===== src/verilog/audio_pkg.sv =====
// Shared types and constants for the audio output stage; compressor knees assume 16-bit signed samples
package audio_pkg;

	//////////////////////////////////////////////////////////////////////
	// Sample and option types
	//////////////////////////////////////////////////////////////////////

	// One signed PCM sample
	typedef logic signed [15:0] sample_t;

	// Compressor curve, code 3 is treated as bypass
	typedef enum logic [1:0] {
		CURVE_BYPASS = 2'd0,
		CURVE_GENTLE = 2'd1,
		CURVE_STRONG = 2'd2
	} curve_e;

	// Stereo blend level
	typedef enum logic [1:0] {
		MIX_NONE = 2'd0,
		MIX_25   = 2'd1,
		MIX_50   = 2'd2,
		MIX_MONO = 2'd3
	} mix_e;

	//////////////////////////////////////////////////////////////////////
	// Wishbone register map
	//////////////////////////////////////////////////////////////////////

	localparam int WB_DATA_W = 16;

	// Word addresses
	typedef enum logic [0:0] {
		REG_CTRL = 1'b0,
		REG_CLIP = 1'b1
	} reg_addr_e;

	// CTRL fields
	localparam int CTRL_MIX_LSB   = 0;
	localparam int CTRL_CURVE_LSB = 2;
	localparam int CTRL_MUTE_BIT  = 4;

	//////////////////////////////////////////////////////////////////////
	// Compressor curves
	//////////////////////////////////////////////////////////////////////

	// Gentle: slope 2 below the knee, 1/4 above
	localparam int GENTLE_F = 4;
	localparam int GENTLE_A = 2;
	localparam int GENTLE_X = 14044;
	localparam int GENTLE_B = 28088;

	// Strong: slope 4 below the knee, 1/8 above
	localparam int STRONG_F = 8;
	localparam int STRONG_A = 4;
	localparam int STRONG_X = 7400;
	localparam int STRONG_B = 29600;

	// Largest magnitude leaving the compressor
	localparam int SAMPLE_MAX = 32767;

	// Mixer, compressor and blend each add one register
	localparam int PIPE_LATENCY = 3;

endpackage


===== src/verilog/stereo_if.sv =====
// One stereo sample per valid cycle with no back-pressure; the clip flag only means something when valid is high
`timescale 1ns/100ps

interface stereo_if;

	// Sample strobe, one sample per high cycle
	logic valid;

	// Channel payload
	audio_pkg::sample_t left;
	audio_pkg::sample_t right;

	// Either channel saturated in the sum
	logic clip;

	// Producer side, the source mixer
	modport src (
		output valid,
		output left,
		output right,
		output clip
	);

	// Consumer of the sample pair
	modport dst (
		input valid,
		input left,
		input right
	);

	// Register block watches strobe and clip only
	modport mon (
		input valid,
		input clip
	);

endinterface

===== src/verilog/audio_out_stage.sv =====
// Audio output stage top; out_valid trails sample_valid by PIPE_LATENCY cycles and nothing can stall it
`timescale 1ns/100ps

module audio_out_stage (
	input  logic                                clk_sys,
	input  logic                                rst_n,

	// Sample input, one pair per strobe
	input  logic                                sample_valid,
	input  audio_pkg::sample_t                  core_l,
	input  audio_pkg::sample_t                  core_r,
	input  audio_pkg::sample_t                  synth_l,
	input  audio_pkg::sample_t                  synth_r,

	// Processed output
	output logic                                out_valid,
	output audio_pkg::sample_t                  out_l,
	output audio_pkg::sample_t                  out_r,

	// Wishbone classic slave
	input  logic                                wb_cyc,
	input  logic                                wb_stb,
	input  logic                                wb_we,
	input  logic                                wb_adr,
	input  logic [audio_pkg::WB_DATA_W-1:0]     wb_dat_w,
	output logic [audio_pkg::WB_DATA_W-1:0]     wb_dat_r,
	output logic                                wb_ack
);

	// Settings from the register block
	audio_pkg::mix_e    mix;
	audio_pkg::curve_e  curve;
	logic               mute;

	// Compressor outputs
	logic               comp_valid;
	audio_pkg::sample_t comp_l;
	audio_pkg::sample_t comp_r;

	// Mixer to compressors, also watched for clips
	stereo_if mix_bus ();

	audio_regs i_audio_regs (
		.clk_sys  (clk_sys),
		.rst_n    (rst_n),
		.wb_cyc   (wb_cyc),
		.wb_stb   (wb_stb),
		.wb_we    (wb_we),
		.wb_adr   (wb_adr),
		.wb_dat_w (wb_dat_w),
		.wb_dat_r (wb_dat_r),
		.wb_ack   (wb_ack),
		.mix      (mix),
		.curve    (curve),
		.mute     (mute),
		.mon      (mix_bus.mon)
	);

	//////////////////////////////////////////////////////////////////////
	// Stage 1 sum, stage 2 compress, stage 3 blend
	//////////////////////////////////////////////////////////////////////

	source_mixer i_source_mixer (
		.clk_sys      (clk_sys),
		.rst_n        (rst_n),
		.sample_valid (sample_valid),
		.core_l       (core_l),
		.core_r       (core_r),
		.synth_l      (synth_l),
		.synth_r      (synth_r),
		.mute         (mute),
		.mix_out      (mix_bus.src)
	);

	// Left and right run in lockstep, left strobe drives the blend
	range_compressor i_comp_l (
		.clk_sys    (clk_sys),
		.rst_n      (rst_n),
		.curve      (curve),
		.in_valid   (mix_bus.valid),
		.in_sample  (mix_bus.left),
		.out_valid  (comp_valid),
		.out_sample (comp_l)
	);

	range_compressor i_comp_r (
		.clk_sys    (clk_sys),
		.rst_n      (rst_n),
		.curve      (curve),
		.in_valid   (mix_bus.valid),
		.in_sample  (mix_bus.right),
		.out_valid  (),
		.out_sample (comp_r)
	);

	stereo_blend i_stereo_blend (
		.clk_sys   (clk_sys),
		.rst_n     (rst_n),
		.mix       (mix),
		.in_valid  (comp_valid),
		.in_l      (comp_l),
		.in_r      (comp_r),
		.out_valid (out_valid),
		.out_l     (out_l),
		.out_r     (out_r)
	);

endmodule


===== src/verilog/audio_regs.sv =====
// Wishbone classic slave with single-cycle ack, no wait states beyond one cycle and no error response
`timescale 1ns/100ps

module audio_regs (
	input  logic                                clk_sys,
	input  logic                                rst_n,
	input  logic                                wb_cyc,
	input  logic                                wb_stb,
	input  logic                                wb_we,
	input  logic                                wb_adr,
	input  logic [audio_pkg::WB_DATA_W-1:0]     wb_dat_w,
	output logic [audio_pkg::WB_DATA_W-1:0]     wb_dat_r,
	output logic                                wb_ack,
	output audio_pkg::mix_e                     mix,
	output audio_pkg::curve_e                   curve,
	output logic                                mute,
	stereo_if.mon                               mon
);

	// CTRL holds mix, curve and mute
	logic [audio_pkg::CTRL_MUTE_BIT:0] ctrl_q;
	logic [audio_pkg::WB_DATA_W-1:0]   clip_cnt;
	audio_pkg::reg_addr_e              addr;
	logic                              wb_req;

	assign addr = audio_pkg::reg_addr_e'(wb_adr);

	// New request, ack low keeps back-to-back acks apart
	assign wb_req = wb_cyc & wb_stb & ~wb_ack;

	//////////////////////////////////////////////////////////////////////
	// Bus handshake and CTRL register
	//////////////////////////////////////////////////////////////////////

	always_ff @(posedge clk_sys or negedge rst_n) begin
		if (!rst_n) begin
			wb_ack <= 1'b0;
			ctrl_q <= '0;
		end else begin
			wb_ack <= wb_req;
			// Writes to the clip counter are dropped
			if (wb_req && wb_we && addr == audio_pkg::REG_CTRL)
				ctrl_q <= wb_dat_w[audio_pkg::CTRL_MUTE_BIT:0];
		end
	end

	// Read data captured on the acknowledging edge
	always_ff @(posedge clk_sys) begin
		if (wb_req) begin
			case (addr)
				audio_pkg::REG_CTRL: wb_dat_r <= audio_pkg::WB_DATA_W'(ctrl_q);
				default:             wb_dat_r <= clip_cnt;
			endcase
		end
	end

	//////////////////////////////////////////////////////////////////////
	// Clip counter
	//////////////////////////////////////////////////////////////////////

	// Counts clipped mixer samples, sticks at all ones
	always_ff @(posedge clk_sys or negedge rst_n) begin
		if (!rst_n) begin
			clip_cnt <= '0;
		end else if (mon.valid && mon.clip && clip_cnt != '1) begin
			clip_cnt <= clip_cnt + 1'b1;
		end
	end

	// Field decode
	assign mix   = audio_pkg::mix_e'(ctrl_q[audio_pkg::CTRL_MIX_LSB +: 2]);
	assign curve = audio_pkg::curve_e'(ctrl_q[audio_pkg::CTRL_CURVE_LSB +: 2]);
	assign mute  = ctrl_q[audio_pkg::CTRL_MUTE_BIT];

endmodule


===== src/verilog/range_compressor.sv =====
// Piecewise-linear compressor for one channel; F and A are powers of two so the divide is a shift
`timescale 1ns/100ps

module range_compressor (
	input  logic               clk_sys,
	input  logic               rst_n,
	input  audio_pkg::curve_e  curve,
	input  logic               in_valid,
	input  audio_pkg::sample_t in_sample,
	output logic               out_valid,
	output audio_pkg::sample_t out_sample
);

	logic [15:0]        mag;
	logic [15:0]        mag_c;
	audio_pkg::sample_t comp;

	// Magnitude mapping for one curve, result clamped to full scale
	function automatic logic [15:0] knee(
		input logic [15:0] m,
		input int          x,
		input int          a,
		input int          f,
		input int          b
	);
		logic [17:0] mw;
		logic [17:0] r;
		mw = {2'b00, m};
		if (mw < 18'(x))
			r = mw * 18'(a);
		else
			r = (mw - 18'(x)) / 18'(f) + 18'(b);
		// Top of the range lands a few counts above 32767
		knee = (r > 18'(audio_pkg::SAMPLE_MAX)) ? 16'(audio_pkg::SAMPLE_MAX) : r[15:0];
	endfunction

	// 0x8000 gives magnitude 32768, fits unsigned
	assign mag = in_sample[15] ? 16'(-in_sample) : in_sample;

	always_comb begin
		mag_c = mag;
		case (curve)
			audio_pkg::CURVE_GENTLE: mag_c = knee(mag, audio_pkg::GENTLE_X,
				audio_pkg::GENTLE_A, audio_pkg::GENTLE_F, audio_pkg::GENTLE_B);
			audio_pkg::CURVE_STRONG: mag_c = knee(mag, audio_pkg::STRONG_X,
				audio_pkg::STRONG_A, audio_pkg::STRONG_F, audio_pkg::STRONG_B);
			default: mag_c = mag;
		endcase
		// Bypass and the spare code keep the raw sample
		if (curve == audio_pkg::CURVE_GENTLE || curve == audio_pkg::CURVE_STRONG)
			comp = in_sample[15] ? -$signed(mag_c) : $signed(mag_c);
		else
			comp = in_sample;
	end

	always_ff @(posedge clk_sys or negedge rst_n) begin
		if (!rst_n)
			out_valid <= 1'b0;
		else
			out_valid <= in_valid;
	end

	// Payload held between strobes
	always_ff @(posedge clk_sys) begin
		if (in_valid)
			out_sample <= comp;
	end

endmodule


===== src/verilog/source_mixer.sv =====
// Core plus synthesizer sum per channel; saturates instead of wrapping, data only loads on a valid cycle
`timescale 1ns/100ps

module source_mixer (
	input  logic               clk_sys,
	input  logic               rst_n,
	input  logic               sample_valid,
	input  audio_pkg::sample_t core_l,
	input  audio_pkg::sample_t core_r,
	input  audio_pkg::sample_t synth_l,
	input  audio_pkg::sample_t synth_r,
	input  logic               mute,
	stereo_if.src              mix_out
);

	audio_pkg::sample_t syn_l;
	audio_pkg::sample_t syn_r;
	logic signed [16:0] sum_l;
	logic signed [16:0] sum_r;
	logic               clip_l;
	logic               clip_r;

	// Clamp a 17-bit sum into the sample range
	function automatic audio_pkg::sample_t sat16(input logic signed [16:0] s);
		if (s[16] != s[15])
			sat16 = s[16] ? ~16'(audio_pkg::SAMPLE_MAX) : 16'(audio_pkg::SAMPLE_MAX);
		else
			sat16 = s[15:0];
	endfunction

	// Muted synth adds nothing
	assign syn_l = mute ? '0 : synth_l;
	assign syn_r = mute ? '0 : synth_r;

	// One guard bit is enough for two addends
	assign sum_l = core_l + syn_l;
	assign sum_r = core_r + syn_r;

	// Sign bits disagree on overflow
	assign clip_l = sum_l[16] ^ sum_l[15];
	assign clip_r = sum_r[16] ^ sum_r[15];

	// Strobe and clip flag
	always_ff @(posedge clk_sys or negedge rst_n) begin
		if (!rst_n) begin
			mix_out.valid <= 1'b0;
			mix_out.clip  <= 1'b0;
		end else begin
			mix_out.valid <= sample_valid;
			mix_out.clip  <= sample_valid & (clip_l | clip_r);
		end
	end

	// Sample payload
	always_ff @(posedge clk_sys) begin
		if (sample_valid) begin
			mix_out.left  <= sat16(sum_l);
			mix_out.right <= sat16(sum_r);
		end
	end

endmodule


===== src/verilog/stereo_blend.sv =====
// Cross-feed of left and right at four fixed levels; every weighted sum is floored, never rounded
`timescale 1ns/100ps

module stereo_blend (
	input  logic               clk_sys,
	input  logic               rst_n,
	input  audio_pkg::mix_e    mix,
	input  logic               in_valid,
	input  audio_pkg::sample_t in_l,
	input  audio_pkg::sample_t in_r,
	output logic               out_valid,
	output audio_pkg::sample_t out_l,
	output audio_pkg::sample_t out_r
);

	audio_pkg::sample_t blend_l;
	audio_pkg::sample_t blend_r;

	// Weighted mix of own and other channel
	function automatic audio_pkg::sample_t blend(
		input audio_pkg::sample_t own,
		input audio_pkg::sample_t other,
		input audio_pkg::mix_e    lvl
	);
		logic signed [19:0] o;
		logic signed [19:0] t;
		logic signed [19:0] acc;
		// 20 bits covers 8 x full scale
		o = own;
		t = other;
		case (lvl)
			audio_pkg::MIX_25:   acc = (3 * o + t) >>> 2;
			audio_pkg::MIX_50:   acc = (5 * o + 3 * t) >>> 3;
			audio_pkg::MIX_MONO: acc = (o + t) >>> 1;
			default:             acc = o;
		endcase
		// Weights sum to one so the result is back in range
		blend = acc[15:0];
	endfunction

	// Same rule for both sides with roles swapped
	assign blend_l = blend(in_l, in_r, mix);
	assign blend_r = blend(in_r, in_l, mix);

	//////////////////////////////////////////////////////////////////////
	// Output register
	//////////////////////////////////////////////////////////////////////

	always_ff @(posedge clk_sys or negedge rst_n) begin
		if (!rst_n) begin
			out_valid <= 1'b0;
			out_l     <= '0;
			out_r     <= '0;
		end else begin
			out_valid <= in_valid;
			if (in_valid) begin
				out_l <= blend_l;
				out_r <= blend_r;
			end
		end
	end

endmodule


===== config.mk =====
export PLATFORM = sky130hd
export DESIGN_NAME = audio_out_stage
export DESIGN_NICKNAME = d
export VERILOG_FILES = /design/src/verilog/audio_pkg.sv /design/src/verilog/stereo_if.sv /design/src/verilog/audio_out_stage.sv /design/src/verilog/audio_regs.sv /design/src/verilog/range_compressor.sv /design/src/verilog/source_mixer.sv /design/src/verilog/stereo_blend.sv
export SDC_FILE = /design/constraint.sdc
export NUM_CORES = 1
export LEC_CHECK = 0
export BUFFER_PORTS_ARGS = -buffer_cell sky130_fd_sc_hd__buf_2
export CAP_MARGIN = 20
export CORE_UTILIZATION = 40
export CTS_CLUSTER_SIZE = 12
export DETAILED_ROUTE_END_ITERATION = 8
export PLACE_DENSITY = 0.56
export SYNTH_ARGS = -nofsm -noshare
export SYNTH_HDL_FRONTEND = slang
export SYNTH_SLANG_ARGS = --single-unit

===== constraint.sdc =====
create_clock -name clk_sys -period 7.8 [get_ports clk_sys]
set_input_delay 0.39 -clock clk_sys [delete_from_list [all_inputs] [get_ports clk_sys]]
set_output_delay 0.39 -clock clk_sys [all_outputs]
set_load 0.02 [all_outputs]

==> metrics.md <==
| Metric | Value |
|---|---|
| Worst Setup Path Type | reg2reg |
| Port Buffer Count | 125 |
| Clock Latency Late Sink | 0.48 ns |
| Post-synthesis cell count | 2,251 |
| Row count | 79 |
| Resize count post-CTS | 0 |
| RSZ-0062 raised after global routing | false |
| Die width | 219 microns |
| Req. time, crit path | 8.11 ns |
| Ys async rst share | 0.420 |
| Initial DRC Count | 1,229 |
| Pin count of the biggest net entering global routing | 75 |
| Max_cap viols | 0 |
| Max Clk Rate | 145 MHz |
| Residual DRC count | 0 |
| First-pass GRT wire length | 92,300 microns |
| Clk_skew | 0.0101 ns |
| WP data arrival | 7.20 ns |
| DR vias | 17.7k |
| # fillers | 4,671 |
| Synth Area per Inst | 8.37 sq um |
| Sink Count | 138 |
| Final min period | 6.89 ns |
| Clock Tree Buf Depth | 2 |
| WL final | 57,500 microns |
| Final hold vios | 0 |
| Layout Cells excl Fill | 2,950 |
| Share of layout cells above drive strength 1 | 0.119 |
| GR Util met1 | 0.323 |
| TritonCTS buffer count | 17 |
| Grt ovf | 0 |
| Hold buffer count at CTS | 0 |
| Initial Util | 0.405 |
| Antenna-violating nets left | 0 |
| GRT busiest layer | met2 |
| Least-Margin Pin Slew | 1.08 ns |
| CP Capture Type | flip-flop |
| Netlist cell types | 103 |
| Diode count | 0 |
| H-tree levels | 4 |
| Ports | 137 |
| Pins over their slew limit | 0 |
| CP Max Fanout | 15 |
| Final HPWL DP | 45,000 microns |
| Outcome | finished clean |
| Synthesis warning total | 0 |
| Flops & latches, synth | 138 |
| Max-Slew Margin vs Limit | 0.273 |
| Type of the worst min-delay path | in2async |
| WL per Instance | 19.5 microns |
| Setup_tns | 0 ns |
| Commonest non-fill, non-tap cell in the layout | ha_1 |
| TritonCTS clock tree | done |
| Register Area | 3850 sq um |
| Top_reg_cell synth | edfxtp_1 |
| Placed cells | 2,919 |
| Commonest cells after routing, fill and taps aside | ha_1 (219), o21ai_0 (170), nand2_1 (160), nor2_1 (160), a21oi_1 (153) |
| Root Buffer | clkbuf_16 |
| Initial antenna violation count | 0 |
| Register area share after synthesis | 0.204 |
| GRT met2 Usage | 0.410 |
| EDFF count, synth | 80 |
| Vias per std cell | 6.01 |
| Post-synthesis instance area | 18,900 sq um |
| Vias in the first global route | 17.1k |
| Final setup fails | 0 |
| Met3 usage | 0.0262 |
| Area Overhead vs Synth | 9.52% |
| Final Wtd Congestion | 0.910 |
| Die H | 219 microns |
| Multi-input gate area | 14,200 sq um |
| CP startpoint kind | flip-flop |
| Post-CTS setup repair buffer count | 0 |
| Total die area | 48,000 sq um |
| Clock-pin slew on the worst setup and hold paths | 0.06 ns |
| CORE AREA | 46,600 sq um |
| Total track usage | 0.244 |
| Initial DRT Pass Iterations | 6 |
| Final nets | 2,671 |
| Post-synthesis net count | 2,591 |
| Final Cycle Share | 0.884 |
sequential cells by signal, summed over array words and instances (netlist names):
signal and cells:
i_comp_r.out_sample 16, i_audio_regs.ctrl_q 5, i_source_mixer.mix_out.left 16, i_comp_l.out_sample 16, i_stereo_blend.out_r 16, i_audio_regs.wb_dat_r 16
i_comp_l.out_valid 1, i_stereo_blend.out_valid 1, i_source_mixer.mix_out.clip 1, i_stereo_blend.out_l 16, i_audio_regs.wb_ack 1, i_source_mixer.mix_out.valid 1
i_source_mixer.mix_out.right 16, i_audio_regs.clip_cnt 16
metal layers:
layer	vias up	part of all wire
li1	8643	-
met1	8483	0.46
met2	528	0.47
met3	76	0.043
met4	0	0.022
met5	-	0
critical path, cell delays in order, from the launching register on:
cell       delay (ns)
edfxtp_1         0.51
inv_1            0.12
ha_1             0.52
or3b_2           0.49
a221o_1          0.38
ha_1             0.28
a211oi_1         0.50
a21oi_1          0.21
o211ai_1         0.48
and2_1           0.50
a2111oi_2        0.13
nor2_1           0.36
a31oi_1          0.18
nor3_1           0.24
ha_1             0.22
inv_1            0.07
or4_1            0.61
a211o_1          0.38
o311a_1          0.32
nor3_1           0.21
logic make-up after synthesis:
kind of cell    after synthesis  share of synthesized area
compound gates              741                      0.271
xor+xnor                    199                     0.0951
fa+ha+maj                   253                      0.181
buf+inv                     202                     0.0419
flops                       138                      0.204
mux                          36                     0.0239
simple gates                682                      0.183
final timing paths:
kind / endpoint / slack, ns / cells after the start / start
max reg2reg: i_comp_r.out_sample[14] / 0.91 / 19 / i_source_mixer.mix_out.right[0]
min in group clk_sys: i_audio_regs.ctrl_q[0] / 0.12 / 3 / wb_dat_w[0]
max in group asynchronous: i_comp_l.out_valid / 7.15 / 2 / rst_n
min: i_stereo_blend.out_r[13] / 0.07 / 2 / rst_n
max: i_comp_r.out_sample[14] / 0.91 / 19 / i_source_mixer.mix_out.right[0]
min reg2reg: i_audio_regs.clip_cnt[11] / 0.48 / 1 / i_audio_regs.clip_cnt[11]
cell usage after synthesis (all sizes together), types with 16 or more instances:
library cell  count  area share
ha              220        0.15
o21ai           181       0.049
nand2           163       0.033
nor2            160       0.032
a21oi           154       0.041
xnor2           134       0.062
inv             107       0.021
edfxtp           80        0.13
clkbuf           69       0.014
xor2             63       0.030
nor2b            59       0.020
dfrtp            58       0.077
nand3            54       0.015
nor3             54       0.015
a31oi            40       0.013
a21o             38       0.015
a211oi           36       0.016
nand2b           34       0.011
fa               33       0.035
o211ai           33       0.013
o22ai            33       0.012
and2             25      0.0083
and3             24      0.0080
buf              24      0.0065
mux2             22       0.013
nor4             20      0.0074
or3              20      0.0066
o31ai            18      0.0079
or2              17      0.0056
a21boi           16      0.0064
area by class of cell:
class,count,area share
multi-input combinational,1911,0.689
sequential,138,0.187
timing repair buffer,154,0.0408
tap,607,0.0368
clock buffer,17,0.0206
inverter,109,0.0198
clock inverter,14,0.00667
per-stage QoR:
stage	utilization	hold slack [ns]	instance area, sq um	worst slack, ns
2_1_floorplan	-	0.0944	18900	2.35
3_3_place_gp	0.431	0.473	20100	1.20
3_5_place_dp	0.431	0.477	20100	1.09
4_1_cts	0.443	0.0878	20600	1.04
5_1_grt	0.443	0.110	20600	0.592
6_report	0.443	0.0743	20600	0.909
Power is not shown: default switching activity piles up to over one toggle a cycle in this logic, so the estimate is an artifact.
